### src/common/uart_rx_params.svh
`ifndef UART_RX_PARAMS_SVH
`define UART_RX_PARAMS_SVH

// Oversample ticks per serial bit
`define UART_RX_OVERSAMPLE    16
// Timer count where a bit is handed to the framer
`define UART_RX_BIT_CENTER    8
// Majority samples at this count and the two after it
`define UART_RX_SAMPLE_FIRST  5
// Timer load when the start edge lands on a tick
`define UART_RX_START_OFFSET  2
`define UART_RX_SYNC_STAGES   2   // Metastability flops on rxd
`define UART_RX_FIFO_DEPTH    16  // Receive FIFO entries

`endif

### src/common/uart_cfg_pkg.sv
package uart_cfg_pkg;

  // Data bits per character, 5 + code
  typedef logic [1:0] word_len_t;

  // Parity bit rule when parity is enabled
  typedef enum logic [1:0] {
    PAR_ODD    = 2'b00,  // Data plus parity has odd weight
    PAR_EVEN   = 2'b01,
    PAR_FORCE1 = 2'b10,  // Stick parity, always 1
    PAR_FORCE0 = 2'b11   // Stick parity, always 0
  } parity_mode_e;

  // FIFO fill level that raises the trigger
  typedef enum logic [1:0] {
    TRIG_1  = 2'b00,
    TRIG_4  = 2'b01,
    TRIG_8  = 2'b10,
    TRIG_14 = 2'b11
  } trig_level_e;

  // Line format, held steady while the line is idle
  typedef struct packed {
    word_len_t    word_len;
    logic         par_en;    // Parity bit present
    parity_mode_e par_mode;
  } line_cfg_t;

endpackage

### src/common/uart_rx_pkg.sv
`include "uart_rx_params.svh"

package uart_rx_pkg;

  // Oversample timer, one spare bit above the wrap value
  typedef logic [$clog2(`UART_RX_OVERSAMPLE):0] os_count_t;

  // Received character, upper bits zero for short words
  typedef logic [7:0] rx_data_t;

  // FIFO fill count, 0 up to full depth
  typedef logic [$clog2(`UART_RX_FIFO_DEPTH + 1)-1:0] fifo_usage_t;

  // One FIFO record, status above the data byte
  typedef struct packed {
    logic     par_err;    // Parity bit mismatch
    logic     frame_err;  // Stop bit sampled low
    logic     brk;        // Whole frame was zero
    rx_data_t data;
  } rx_char_t;

  // ----------------------------------------------------------
  // Framing FSM states
  // ----------------------------------------------------------
  typedef enum logic [2:0] {
    RX_IDLE   = 3'd0,  // Waiting for a falling edge
    RX_START  = 3'd1,  // Checking the start bit at its center
    RX_DATA   = 3'd2,
    RX_PAR    = 3'd3,
    RX_STOP   = 3'd4,
    RX_RESYNC = 3'd5   // One cycle after a bad stop bit
  } rx_state_e;

endpackage

### src/logic/uart_rx.sv
module uart_rx import uart_rx_pkg::*; import uart_cfg_pkg::*; (
  input  logic        clk_i,
  input  logic        reset_i,
  input  logic        oversample_edge_i,
  input  logic        rxd_i,
  input  line_cfg_t   line_cfg_i,
  input  trig_level_e trig_level_i,
  input  logic        fifo_flush_i,
  input  logic        rx_pop_i,
  output rx_char_t    rx_char_o,
  output logic        rx_empty_o,
  output logic        trigger_o,
  output logic        overrun_o
);

  logic     sync_rxd;
  logic     filt_bit;
  logic     bit_center;
  logic     hunt;
  logic     char_push;
  rx_char_t char_rec;

  // Line sampling
  uart_rx_sampler i_sampler (
    .clk_i,
    .reset_i,
    .oversample_edge_i,
    .rxd_i,
    .hunt_i       (hunt),
    .sync_rxd_o   (sync_rxd),
    .bit_o        (filt_bit),
    .bit_center_o (bit_center)
  );

  // Start, data, parity and stop bits
  rx_frame_fsm i_frame (
    .clk_i,
    .reset_i,
    .sync_rxd_i   (sync_rxd),
    .bit_i        (filt_bit),
    .bit_center_i (bit_center),
    .line_cfg_i,
    .hunt_o       (hunt),
    .char_push_o  (char_push),
    .char_rec_o   (char_rec)
  );

  rx_char_fifo i_fifo (
    .clk_i,
    .reset_i,
    .push_i       (char_push),
    .push_char_i  (char_rec),
    .pop_i        (rx_pop_i),
    .flush_i      (fifo_flush_i),
    .trig_level_i,
    .head_o       (rx_char_o),
    .empty_o      (rx_empty_o),
    .trigger_o,
    .overrun_o
  );

endmodule

### src/logic/uart_rx_sampler.sv
`include "uart_rx_params.svh"

module uart_rx_sampler import uart_rx_pkg::*; (
  input  logic clk_i,
  input  logic reset_i,
  input  logic oversample_edge_i,  // One-clock tick, 16 per bit
  input  logic rxd_i,              // Raw serial line
  input  logic hunt_i,             // Framer is looking for a start edge
  output logic sync_rxd_o,
  output logic bit_o,              // Majority-filtered bit
  output logic bit_center_o
);

  localparam int unsigned SyncStages   = `UART_RX_SYNC_STAGES;
  localparam os_count_t   WrapCount    = os_count_t'(`UART_RX_OVERSAMPLE - 1);
  localparam os_count_t   BitCenter    = os_count_t'(`UART_RX_BIT_CENTER);
  localparam os_count_t   SampleFirst  = os_count_t'(`UART_RX_SAMPLE_FIRST);
  localparam os_count_t   SampleSecond = os_count_t'(`UART_RX_SAMPLE_FIRST + 1);
  localparam os_count_t   SampleLast   = os_count_t'(`UART_RX_SAMPLE_FIRST + 2);
  localparam os_count_t   StartOffset  = os_count_t'(`UART_RX_START_OFFSET);

  logic [SyncStages-1:0] sync_q;
  os_count_t             count_q;
  logic [1:0]            high_count_q;  // Ones among the first two samples
  logic                  majority;
  logic                  at_center;
  logic                  at_center_q;

  // ----------------------------------------------------------
  // Input synchronizer
  // ----------------------------------------------------------
  always_ff @(posedge clk_i) begin
    if (reset_i) begin
      sync_q <= '1;  // Line idles high
    end else begin
      sync_q <= {sync_q[SyncStages-2:0], rxd_i};
    end
  end

  assign sync_rxd_o = sync_q[SyncStages-1];

  // ----------------------------------------------------------
  // Bit timer
  // ----------------------------------------------------------
  always_ff @(posedge clk_i) begin
    if (reset_i) begin
      count_q <= '0;
    end else if (hunt_i) begin
      // Start edge on a tick is already partly into the bit
      if (!sync_rxd_o && oversample_edge_i) begin
        count_q <= StartOffset;
      end else begin
        count_q <= '0;
      end
    end else if (oversample_edge_i) begin
      if (count_q == WrapCount) begin
        count_q <= '0;
      end else begin
        count_q <= count_q + 1'b1;
      end
    end
  end

  // ----------------------------------------------------------
  // Three-sample majority filter
  // ----------------------------------------------------------
  // Two of three high gives a one
  assign majority = (high_count_q + {1'b0, sync_rxd_o}) >= 2'd2;

  always_ff @(posedge clk_i) begin
    if (reset_i) begin
      high_count_q <= '0;
      bit_o        <= 1'b1;
    end else if (oversample_edge_i && !hunt_i) begin
      if (count_q == SampleFirst) begin
        high_count_q <= {1'b0, sync_rxd_o};  // Restart the tally
      end else if (count_q == SampleSecond) begin
        high_count_q <= high_count_q + {1'b0, sync_rxd_o};
      end else if (count_q == SampleLast) begin
        bit_o <= majority;  // Third sample decides
      end
    end
  end

  // Timer sits at the center for a whole tick period, pulse once
  assign at_center = (count_q == BitCenter);

  always_ff @(posedge clk_i) begin
    if (reset_i) begin
      at_center_q  <= 1'b0;
      bit_center_o <= 1'b0;
    end else begin
      at_center_q  <= at_center;
      bit_center_o <= at_center && !at_center_q;
    end
  end

endmodule

### src/rx_fifo/rx_char_fifo.sv
`include "uart_rx_params.svh"

module rx_char_fifo import uart_rx_pkg::*; import uart_cfg_pkg::*; (
  input  logic        clk_i,
  input  logic        reset_i,
  input  logic        push_i,
  input  rx_char_t    push_char_i,
  input  logic        pop_i,         // Ignored when empty
  input  logic        flush_i,
  input  trig_level_e trig_level_i,
  output rx_char_t    head_o,        // Oldest character, no read latency
  output logic        empty_o,
  output logic        trigger_o,
  output logic        overrun_o
);

  localparam int unsigned Depth    = `UART_RX_FIFO_DEPTH;
  localparam int unsigned PtrWidth = $clog2(Depth);

  typedef logic [PtrWidth-1:0] fifo_ptr_t;

  rx_char_t    mem_q [Depth];
  fifo_ptr_t   wr_ptr_q;
  fifo_ptr_t   rd_ptr_q;
  fifo_usage_t usage_q;
  fifo_usage_t threshold;
  logic        full;
  logic        do_push;
  logic        do_pop;

  function automatic fifo_ptr_t ptr_next(fifo_ptr_t ptr);
    ptr_next = (ptr == fifo_ptr_t'(Depth - 1)) ? '0 : ptr + 1'b1;
  endfunction

  assign full    = (usage_q == fifo_usage_t'(Depth));
  assign empty_o = (usage_q == '0);
  assign do_push = push_i && !full;   // Full FIFO drops the new one
  assign do_pop  = pop_i && !empty_o;
  assign head_o  = mem_q[rd_ptr_q];

  always_ff @(posedge clk_i) begin
    if (do_push) begin
      mem_q[wr_ptr_q] <= push_char_i;
    end
  end

  // ----------------------------------------------------------
  // Pointers and fill count
  // ----------------------------------------------------------
  always_ff @(posedge clk_i) begin
    if (reset_i || flush_i) begin
      wr_ptr_q <= '0;
      rd_ptr_q <= '0;
      usage_q  <= '0;
    end else begin
      if (do_push) begin
        wr_ptr_q <= ptr_next(wr_ptr_q);
      end
      if (do_pop) begin
        rd_ptr_q <= ptr_next(rd_ptr_q);
      end
      case ({do_push, do_pop})
        2'b10:   usage_q <= usage_q + 1'b1;
        2'b01:   usage_q <= usage_q - 1'b1;
        default: usage_q <= usage_q;  // Both or neither
      endcase
    end
  end

  always_ff @(posedge clk_i) begin
    if (reset_i) begin
      overrun_o <= 1'b0;
    end else begin
      overrun_o <= push_i && full;  // One clock per lost character
    end
  end

  // ----------------------------------------------------------
  // Trigger level
  // ----------------------------------------------------------
  always_comb begin
    case (trig_level_i)
      TRIG_1:  threshold = fifo_usage_t'(1);
      TRIG_4:  threshold = fifo_usage_t'(4);
      TRIG_8:  threshold = fifo_usage_t'(8);
      TRIG_14: threshold = fifo_usage_t'(14);
      default: threshold = fifo_usage_t'(1);
    endcase
  end

  assign trigger_o = (usage_q >= threshold);

endmodule

### src/rx_frame/rx_frame_fsm.sv
module rx_frame_fsm import uart_rx_pkg::*; import uart_cfg_pkg::*; (
  input  logic      clk_i,
  input  logic      reset_i,
  input  logic      sync_rxd_i,    // Line level for start detection
  input  logic      bit_i,         // Filtered bit value
  input  logic      bit_center_i,  // One pulse per bit
  input  line_cfg_t line_cfg_i,
  output logic      hunt_o,
  output logic      char_push_o,
  output rx_char_t  char_rec_o
);

  rx_state_e  state_q;
  rx_state_e  state_d;
  logic [2:0] bit_cnt_q;  // Index of the next data bit
  logic [2:0] last_bit;
  rx_data_t   data_q;
  logic       par_err_q;
  logic       any_one_q;  // Some data or parity bit was high
  logic       par_bad;

  // Word length code 0..3 maps to last index 4..7
  assign last_bit = {1'b1, line_cfg_i.word_len};

  // Sampler waits for a start edge in these states
  assign hunt_o = (state_q == RX_IDLE) || (state_q == RX_RESYNC);

  // ----------------------------------------------------------
  // Parity check on the current bit
  // ----------------------------------------------------------
  always_comb begin
    case (line_cfg_i.par_mode)
      PAR_ODD:    par_bad = ~(^data_q ^ bit_i);
      PAR_EVEN:   par_bad = ^data_q ^ bit_i;
      PAR_FORCE1: par_bad = ~bit_i;
      PAR_FORCE0: par_bad = bit_i;
      default:    par_bad = 1'b0;
    endcase
  end

  // ----------------------------------------------------------
  // Next state
  // ----------------------------------------------------------
  always_comb begin
    state_d = state_q;
    case (state_q)
      RX_IDLE: begin
        if (!sync_rxd_i) begin
          state_d = RX_START;
        end
      end
      RX_START: begin
        if (bit_center_i) begin
          state_d = bit_i ? RX_IDLE : RX_DATA;  // High at center was a glitch
        end
      end
      RX_DATA: begin
        if (bit_center_i && (bit_cnt_q == last_bit)) begin
          state_d = line_cfg_i.par_en ? RX_PAR : RX_STOP;
        end
      end
      RX_PAR: begin
        if (bit_center_i) begin
          state_d = RX_STOP;
        end
      end
      RX_STOP: begin
        if (bit_center_i) begin
          state_d = bit_i ? RX_IDLE : RX_RESYNC;
        end
      end
      RX_RESYNC: begin
        // Low line is taken as the next start bit
        state_d = sync_rxd_i ? RX_IDLE : RX_START;
      end
      default: state_d = RX_IDLE;
    endcase
  end

  always_ff @(posedge clk_i) begin
    if (reset_i) begin
      state_q     <= RX_IDLE;
      bit_cnt_q   <= '0;
      char_push_o <= 1'b0;
    end else begin
      state_q     <= state_d;
      char_push_o <= (state_q == RX_STOP) && bit_center_i;  // Frame done
      if (state_q == RX_START) begin
        bit_cnt_q <= '0;
      end else if ((state_q == RX_DATA) && bit_center_i) begin
        bit_cnt_q <= bit_cnt_q + 1'b1;
      end
    end
  end

  // ----------------------------------------------------------
  // Character assembly
  // ----------------------------------------------------------
  always_ff @(posedge clk_i) begin
    if (bit_center_i) begin
      case (state_q)
        RX_START: begin
          data_q    <= '0;  // Unused upper bits stay zero
          par_err_q <= 1'b0;
          any_one_q <= 1'b0;
        end
        RX_DATA: begin
          data_q[bit_cnt_q] <= bit_i;  // LSB first
          any_one_q         <= any_one_q | bit_i;
        end
        RX_PAR: begin
          par_err_q <= par_bad;
          any_one_q <= any_one_q | bit_i;
        end
        RX_STOP: begin
          char_rec_o.par_err   <= par_err_q;
          char_rec_o.frame_err <= !bit_i;
          char_rec_o.brk       <= !any_one_q && !bit_i;  // Stop bit low too
          char_rec_o.data      <= data_q;
        end
        default: begin
        end
      endcase
    end
  end

endmodule

### config.mk
export PLATFORM = sky130hd
export DESIGN_NAME = uart_rx
export DESIGN_NICKNAME = d
export VERILOG_FILES = /design/src/common/uart_cfg_pkg.sv /design/src/common/uart_rx_pkg.sv /design/src/logic/uart_rx.sv /design/src/logic/uart_rx_sampler.sv /design/src/rx_fifo/rx_char_fifo.sv /design/src/rx_frame/rx_frame_fsm.sv
export VERILOG_INCLUDE_DIRS = /design/src /design/src/common
export SDC_FILE = /design/constraint.sdc
export NUM_CORES = 1
export LEC_CHECK = 0
export BUFFER_PORTS_ARGS = -buffer_cell sky130_fd_sc_hd__buf_4
export CAP_MARGIN = 20
export CORE_ASPECT_RATIO = 1.2
export CORE_MARGIN = 8
export CORE_UTILIZATION = 60
export DETAILED_ROUTE_END_ITERATION = 8
export PLACE_DENSITY = 0.77
export SLEW_MARGIN = 25
export SYNTH_ARGS = -nofsm -noshare
export SYNTH_HDL_FRONTEND = slang
export SYNTH_HIERARCHICAL = 1
export SYNTH_SLANG_ARGS = --single-unit
### constraint.sdc
create_clock -name clk_i -period 3.1 [get_ports clk_i]
set_clock_uncertainty 0.2 [all_clocks]
set_input_delay 0.62 -clock clk_i [delete_from_list [all_inputs] [get_ports clk_i]]
set_output_delay 0.62 -clock clk_i [all_outputs]
set_load 0.05 [all_outputs]
# Word-level counts from Yosys, hierarchy flattened

Memories as Yosys holds them, arrays and structs flattened. A register that Yosys moved wholly into a read port is not among the register bits.
Cells that the tools add are included.
W data, S select, Z words.

Reductions and logical operators: 40
Equality and inequality tests: 27
Bitwise operators: 6
Add/sub/neg operators: 7
$lt $le $gt $ge: 4
Multiplexer cells: 31

Operators by type and width:

| cell                  | count |
|---|---|
| $mux W3               | 7 |
| $pmux W5 S4           | 1 |
| $pmux W3 S6           | 1 |
| $mux W4               | 4 |
| $pmux W8 S2           | 1 |
| $eq A5 B3 Y1 const B  | 3 |
| $mux W5               | 3 |
| $reduce_bool A2 Y1    | 6 |
| $logic_and A1 B1 Y1   | 11 |
| $add A5 B1 Y5 const B | 2 |
| $eq A2 B2 Y1 const B  | 5 |
| $eq A5 B4 Y1 const B  | 2 |
| $pmux W5 S2           | 1 |
| $reduce_and A2 Y1     | 5 |
| $add A4 B1 Y4 const B | 2 |
| $bwmux W8             | 1 |
| $eq A4 B4 Y1 const B  | 2 |
| $mux W2               | 4 |
| $ne A2 B2 Y1 const B  | 4 |
| $reduce_xor A8 Y1     | 1 |
| $logic_not A1 Y1      | 7 |
| $eq A2 B1 Y1 const B  | 3 |
| $eq A3 B2 Y1 const B  | 2 |
| $eq A3 B3 Y1 const B  | 2 |
| other kinds (25)      | 35 |

Word-level logic and storage cells: 136
Output and inout bits: 14
Register bits: 54
RAM bits: 176
Memories kept: 1
Bits of input ports: 13

Memories:

| memory       | words | bits a word | read ports | clocked after Yosys merged registers in | write ports | line               | source |
|---|---|---|---|---|---|---|---|
| i_fifo.mem_q | 16    | 11          | 1          | 1                                       | 1           | rx_char_fifo.sv:22 | `rx_char_t mem_q [Depth];` |

# Depth between registers and ports, before layout

Gate-level depths: netlist of the first run.

Depth in word-level cells: 6
Depth in mapped cells: 12
Gate-level depth less buffers: 10

# Modules after synthesis

Netlist of the first run, hierarchy kept.

Modules (own cells, without submodules):

| module          | seq. area each (µm²) | area an instance (µm²) | cells each | times used |
|---|---|---|---|---|
| rx_char_fifo    | 5,645.4              | 7,773.7                | 418        | 1 |
| rx_frame_fsm    | 770.7                | 1,367.6                | 130        | 1 |
| uart_rx_sampler | 240.2                | 649.4                  | 65         | 1 |

# Worst setup path after synthesis of the first run

Ideal clock, no wire load.

Path type: reg-to-reg
Start point: reg i_fifo.usage_q[2]
End point: reg i_fifo.usage_q[2]
Path buffers: 2
Path slack: 199 ps
Cell stages (with the launch flop): 13
Period minus slack after synthesis: 2,901 ps
Data arrival time: 2,630 ps
Path through: dfxtp_1 > buf_6 > or4_4 > o21ai_4 > inv_1 > ha_1 > buf_2 > xor2_1 > ha_1 > a21o_1 > xnor2_1 > or3_1 > a21oi_1

Word-level cells in the longest chain between the ends: 5

RTL lines:

| element                                                  | line                                   | source |
|---|---|---|
| start, declared                                          | rx_char_fifo.sv:25                     | `fifo_usage_t usage_q;` |
| start signal, assigned                                   | rx_char_fifo.sv:63                     | `2'b10: usage_q <= usage_q + 1'b1;` |
| start signal, assigned                                   | rx_char_fifo.sv:64                     | `2'b01: usage_q <= usage_q - 1'b1;` |
| start signal, assigned                                   | rx_char_fifo.sv:65                     | `default: usage_q <= usage_q;` |
| $eq A5 B5 Y1 / $logic_not A5 Y1 (equally long branches)  | rx_char_fifo.sv:35, rx_char_fifo.sv:36 |  |
| $logic_not A1 Y1, on equally long branches               | rx_char_fifo.sv:37, rx_char_fifo.sv:38 |  |
| $logic_and A1 B1 Y1, on equally long branches            | rx_char_fifo.sv:37, rx_char_fifo.sv:38 |  |
| $eq A2 B1 Y1 / $eq A2 B2 Y1 (equally long branches)      | rx_char_fifo.sv:62                     | `case ({do_push, do_pop})` |
| $pmux W5 S2 / $reduce_bool A2 Y1 (equally long branches) | --                                     |  |

Several ways; a longest one is shown, not always the timed one.
A chain may end at the register's enable or synchronous reset.

==> impl_metrics.py, run 1 <==
metrics = {
    "status": {
        "status": "finished, final reports clean",
    },
    "worst_hold_path": {
        "worst_hold_path.endpoint": "i_sampler/sync_q[0]",
        "hold_depth": 2,
        "min_from": "rxd_i",
        "hp-class": "input pin to flop",
    },
    "cells_and_area": {
        "multiInputGateArea_sq_um": 2950,
        "area_delta_synth_final_pct": 13.9,
        "ff_latch_area_sq_um": 6670,
        "drive_gt1_share_pct": 22.9,
        "n_antenna_cell": 0,
        "fillers": 1039,
        "nNetsFinal": 680,
    },
    "die": {
        "die_h_microns": 156,
        "ios": 27,
        "core_sq_um": 16100,
        "dieArea_sq_um": 20700,
        "row_count": 51,
        "start_util_pct": 60.9,
        "fp.dieW_microns": 133,
    },
    "run": {
        "drv_cap": 0,
    },
    "yosys": {
        "syn_area_sq_um": 9790,
        "synthFlopType": "edfxtp_1",
        "synthCells": 613,
        "synth_cell_type_count": 64,
        "yosysTopAreaCell": "edfxtp_1",
        "yosysMostFrequentCell": "edfxtp_1",
        "syn_area_per_cell_sq_um": 16.0,
        "synth-seq-area-share_pct": 68.0,
        "ys_ff_latch": 234,
        "synthArstFlopShare_pct": 0,
        "synth_nets": 645,
        "synth-edff-count": 197,
        "yosys_warnings": 6,
        "netlist_top_cells_area": "edfxtp_1, mux4_2, dfxtp_1",
        "yosysTopAreaCellShare_pct": 60.4,
        "yosys-top-cells-count": "edfxtp_1, nor2_1, mux4_2",
    },
    "setup_path": {
        "crit_fanout": 7,
        "r2r-end": "i_fifo/usage_q[2]",
        "ff2ff_path_depth": 10,
        "cp_cell_sequence": "clkbuf_16 > mux4_2 > a22oi_2 > nand2_1 > buf_4",
        "cp.required_ps": 2280,
        "cpPeakStageDelay_ps": 510,
        "crit_path_start_kind": "flop",
        "slowest_stage": "mux4_2",
        "crit_arrival_ps": 2230,
        "reg2reg_slack_ps": 170,
        "cp-end-kind": "primary output",
        "path_class": "flop to primary output",
        "reg2reg_from": "i_fifo/usage_q[3]",
    },
    "placement": {
        "finalWeightedCongestion": 0.827,
        "hpwl_microns": 12100,
        "port_buffers": 26,
    },
    "clock_network": {
        "cts_made_buffers": 23,
        "postCtsSetupBuffers": 0,
        "cts_root_buffer": "clkbuf_16",
        "path_clk_slew_ps": 60,
        "cts_hold_buf": 0,
        "cts_htree_levels": 1,
        "cts_tree": "done",
        "clk_path_buf_depth": 3,
        "clock-sinks": 234,
        "insertion_delay_ps": 510,
    },
    "grt": {
        "grt_overflow": 0,
        "grt_pass1_wl_microns": 30000,
        "busiest_layer": "met2",
        "grt_use_met3_pct": 2.77,
        "grt_max_degree": 28,
        "track_usage_pct": 18.4,
        "grt_util_met1_pct": 21.4,
        "grt_pass1_vias": 5598,
        "grt_use_met2_pct": 33.4,
        "antenna_found_initial": 0,
    },
    "timing": {
        "period_share_pct": 98.5,
        "fin_crit_ps": 3050,
        "finalHoldViolCount": 0,
        "setup_violations": 0,
        "fmax_mhz": 327,
        "worstMarginPinSlew_ps": 1070,
        "slew_violations": 0,
        "max_slew_margin_pct": 28.7,
        "rsz0062_at_grt": "false",
        "tns_ps": 0,
    },
    "pwr": {
        "p_per_area_nw_per_um2": 581,
        "p_leak_nw": 3.68,
        "power_mw": 6.48,
        "ir_worst_vdd_mv": 0.535,
    },
    "detailed_routing": {
        "drcViolationCount": 0,
        "drtAntennaViolNets": 0,
        "wl_per_cell_microns": 21.3,
        "drt_iter0_markers": 460,
        "viasPerCell": 6.13,
        "dr.pass1.iters": 5,
        "wl_microns": 18700,
        "vias": 5374,
    },
}
## sequential cells by signal (all words and copies together), names as in the netlist, named ones only
register,flops
i_fifo/mem_q,176
i_fifo/overrun_o,1
i_fifo/rd_ptr_q,4
i_fifo/usage_q,5
i_fifo/wr_ptr_q,4
i_frame/any_one_q,1
i_frame/bit_cnt_q,3
i_frame/char_push_o,1
i_frame/char_rec_o,11
i_frame/data_q,8
i_frame/par_err_q,1
i_frame/state_q,3
i_sampler/at_center_q,1
i_sampler/bit_center_o,1
i_sampler/bit_o,1
i_sampler/count_q,5
i_sampler/high_count_q,2
i_sampler/sync_q,2
## worst max-delay path by stage
stage,from,endpoint,slack [ps],cells after the start
CTS,flop,rx_char_o[8],-10,5
floorplan,i_fifo/usage_q[2],i_fifo/usage_q[2],200,12
finish,flop,rx_char_o[8],50,5
detailed placement,i_fifo/usage_q[0],i_fifo/usage_q[2],120,10
global placement,i_fifo/usage_q[3],i_fifo/usage_q[2],240,10
global route,flop,rx_char_o[8],0.2,5
## layout make-up
cell class	instances	area share (%)
flip-flops and latches	234	59.8
multi-input cells	329	26.5
clock buffers	37	6.36
repair buffers	44	3.74
well taps	212	2.38
clock inverters	5	0.730
inverters	16	0.539
## what timing repair did
item,CTS,global route
cloned,1,1
endpoints found under the setup margin,9,12
pin swaps,0,1
resized for setup,4,9
## layout by cell type, fill, tap and decap left out, drive strengths merged, types with 15 or more instances in the layout
cell,n
edfxtp,197
nor2,51
mux4,44
buf,43
nand2,39
clkbuf,38
dfxtp,37
a22oi,22
ha,19
inv,17
mux2i,15
## cells by family (layout without fill, tap and decap cells)
kind of cell               after synthesis  count (layout)  share of synthesized area (%)
AOI/OAI and AO/OA                       69              69                           5.30
adders and majority gates               19              19                           2.43
xor gates and xnor gates                20              20                           1.79
DFF                                    234             234                           68.0
and+or+nand+nor                        162             162                           8.50
buffers and inverters                   50             102                           2.34
muxes                                   59              59                           11.7
## per-stage QoR
| stage | instances | hold slack (ps) | instance area [sq um] | util (%) | worst slack [ps] |
|---|---|---|---|---|---|
| 6_report | 877 | 96.6 | 11100 | 69.3 | 46.3 |
| 3_3_place_gp | 833 | 188 | 10200 | 63.7 | 241 |
| 3_5_place_dp | 833 | 186 | 10300 | 63.8 | 120 |
| 4_1_cts | 876 | 82.8 | 11100 | 68.9 | -11.7 |
| 5_1_grt | 877 | 93.2 | 11100 | 69.3 | 0.247 |
| 2_1_floorplan | 613 | 175 | 9790 | - | 199 |
## per-layer routing
| metal | vias to the layer above | part of all wire (%) |
|---|---|---|
| met5 | - | 0 |
| met4 | 0 | 2.3 |
| met3 | 40 | 5.7 |
| met2 | 189 | 54 |
| met1 | 2700 | 38 |
| li1 | 2445 | - |
## where the power goes
group | total (mW) | switching [mW] | internal, mW
registers | 3.41 | 0.0346 | 3.38
logic | 0.218 | 0.125 | 0.0930
clock network | 2.85 | 1.12 | 1.73
## worst max-delay path: cells and delay by family (launching register included)
| kind | cells | cell delay [ps] |
|---|---|---|
| and+or+nand+nor | 1 | 100 |
| buffers and inverters | 2 | 410 |
| AOI/OAI and AO/OA | 1 | 250 |
| muxes | 1 | 510 |
| DFF | 1 | 450 |
Note: power is estimated with default switching activity, not from simulation.
==> inputs of run 2 (changes only) <==
--- a/config.mk
+++ b/config.mk
@@ -6,13 +6,13 @@
 export SDC_FILE = /design/constraint.sdc
 export NUM_CORES = 1
 export LEC_CHECK = 0
-export BUFFER_PORTS_ARGS = -buffer_cell sky130_fd_sc_hd__buf_4
 export CAP_MARGIN = 20
 export CORE_ASPECT_RATIO = 1.2
 export CORE_MARGIN = 8
 export CORE_UTILIZATION = 60
 export DETAILED_ROUTE_END_ITERATION = 8
-export PLACE_DENSITY = 0.77
+export DONT_BUFFER_PORTS = 1
+export PLACE_DENSITY = 0.76
 export SLEW_MARGIN = 25
 export SYNTH_ARGS = -nofsm -noshare
 export SYNTH_HDL_FRONTEND = slang
==> run 2 against run 1 <==
  * Final cell count shrank 1.6%
  * Die area did not move
  * Highest routed layer unchanged
  * Flip-flop and latch count unchanged
  * Maximum frequency grew 0.52%
  * Clock power down 5%
  * Critical path depth unchanged
  * Non-clock buffer count decreased by 11
  * Global-route usage grew 0.37 points
  * Wire length increased by 4.2%
  * Register-to-register slack got worse by 20 ps
  * First-iteration DRC count fell by 14%
  * Setup slack improved by 16 ps
  * Critical path type unchanged
  * Critical endpoint is now rx_char_o[0]
==> impl_metrics.py, run 2 (synthesis gave the netlist of run 1 again) <==
metrics = {
    "cells_and_area": {
        "mostFrequentLayoutCells": "edfxtp_1, nor2_1, mux4_2",
        "reg.largest.list": "i_fifo/mem_q x176, i_frame/char_rec_o x11, i_frame/data_q x8",
        "mostFrequentLayoutCell": "edfxtp_1",
        "drive_gt1_share_pct": 21.8,
        "final_cell_area_sq_um": 11000,
        "area_delta_synth_final_pct": 12.7,
        "n_antenna_cell": 0,
        "largest_reg_flops": 176,
        "regMostFlops": "i_fifo/mem_q",
        "nNetsFinal": 668,
        "final_core_util_pct": 68.6,
    },
    "clock_network": {
        "cts_root_buffer": "clkbuf_16",
        "cts_made_buffers": 22,
        "cts_tree": "done",
        "cts_htree_levels": 1,
        "clock-sinks": 234,
        "path_clk_slew_ps": 60,
        "clk_path_buf_depth": 3,
        "insertion_delay_ps": 500,
    },
    "timing": {
        "fmax_mhz": 329,
        "max_slew_margin_pct": 30.0,
        "slew_violations": 0,
        "setup_violations": 0,
        "fin_crit_ps": 3040,
        "period_share_pct": 98.0,
        "worstMarginPinSlew_ps": 1050,
        "finalHoldViolCount": 0,
        "hold_slack_ps": 16.4,
    },
    "die": {
        "core_sq_um": 16100,
        "ios": 27,
        "die_h_microns": 156,
        "start_util_pct": 60.9,
        "fp.dieW_microns": 133,
        "row_count": 51,
        "dieArea_sq_um": 20700,
    },
    "detailed_routing": {
        "viasPerCell": 6.14,
        "drtAntennaViolNets": 0,
        "wl_microns": 19400,
        "dr.pass1.iters": 5,
        "drt_iter0_markers": 397,
        "vias": 5302,
        "drcViolationCount": 0,
        "wl_per_cell_microns": 22.5,
    },
    "setup_path": {
        "crit_fanout": 7,
        "cp-end-kind": "primary output",
        "crit_arrival_ps": 2220,
        "crit_path_start_kind": "flop",
        "cp.required_ps": 2280,
        "path_class": "flop to primary output",
    },
    "worst_hold_path": {
        "hp-class": "input pin to flop",
    },
    "pwr": {
        "p_leak_nw": 3.59,
        "p_per_area_nw_per_um2": 573,
        "ir_worst_vdd_mv": 0.512,
    },
    "placement": {
        "port_buffers": 0,
        "dpl-instance-area_sq_um": 10100,
        "hpwl_microns": 11900,
        "finalWeightedCongestion": 0.803,
    },
    "grt": {
        "track_usage_pct": 18.8,
        "grt_max_degree": 45,
        "grt_overflow": 0,
        "grt_pass1_wl_microns": 30200,
        "antenna_found_initial": 0,
        "grt_pass1_vias": 5493,
    },
    "run": {
        "drv_cap": 0,
    },
    "status": {
        "status": "finished, final reports clean",
    },
}
[run 2: per-stage QoR]
step	power, mW	cells	worst slack, ps	setup TNS [ps]
global route	6.51	863	-8.53	-8.72
floorplan	3.65	613	199	0
CTS	6.35	854	-41.4	-41.4
finish	6.32	863	62.1	0
global placement	3.67	814	272	0
detailed placement	3.68	814	203	0
[run 2: repair_timing]
| action | CTS | global route |
|---|---|---|
| hold endpoints to repair | 8 | 1 |
| hold buffers | 1 | 1 |
| endpoints found under the setup margin | 10 | 10 |
| pin swaps | 0 | 0 |
| gates resized for setup | 7 | 8 |
| buffers inserted | 0 | 6 |
| cloned | 0 | 2 |
[run 2: area by class of cell]
type / count / area (sq um)
Fill cell: 1061 / 5050
Sequential cell: 234 / 6660
Timing Repair Buffer: 33 / 328
Clock inverter: 11 / 133
Multi-Input combinational cell: 329 / 2990
Tap cell: 212 / 265
Clock buffer: 28 / 594
Inverter: 16 / 60.1
[run 2: report_power, final]
part / switching, mW / internal [mW] / total (mW)
Sequential: 0.0353 / 3.38 / 3.41
Clock: 1.09 / 1.61 / 2.70
Combinational: 0.122 / 0.0849 / 0.207
[run 2: final timing paths]
check        depth (start not counted)  slack (ps)                     end                   from
max                                  5          60            rx_char_o[0]                   flop
max reg2reg                         10         150       i_fifo/usage_q[2]      i_fifo/usage_q[3]
min                                  1          20     i_frame/char_push_o                reset_i
min reg2reg                          1         190  i_sampler/bit_center_o  i_sampler/at_center_q
[run 2: per-layer routing]
layer	up-vias	global-route usage [%]	wire [microns]
met4	0	6.72	471
met3	37	3.06	966
met5	-	0	0
met1	2690	20.5	7120
li1	2416	-	-
met2	159	35.8	10900
[run 2: worst max-delay path: stages, from the launching register on]
cell and delay, ps:
dfxtp_4 400, buf_12 120, clkbuf_16 160, mux4_2 520, a22oi_1 160, nand2_1 350
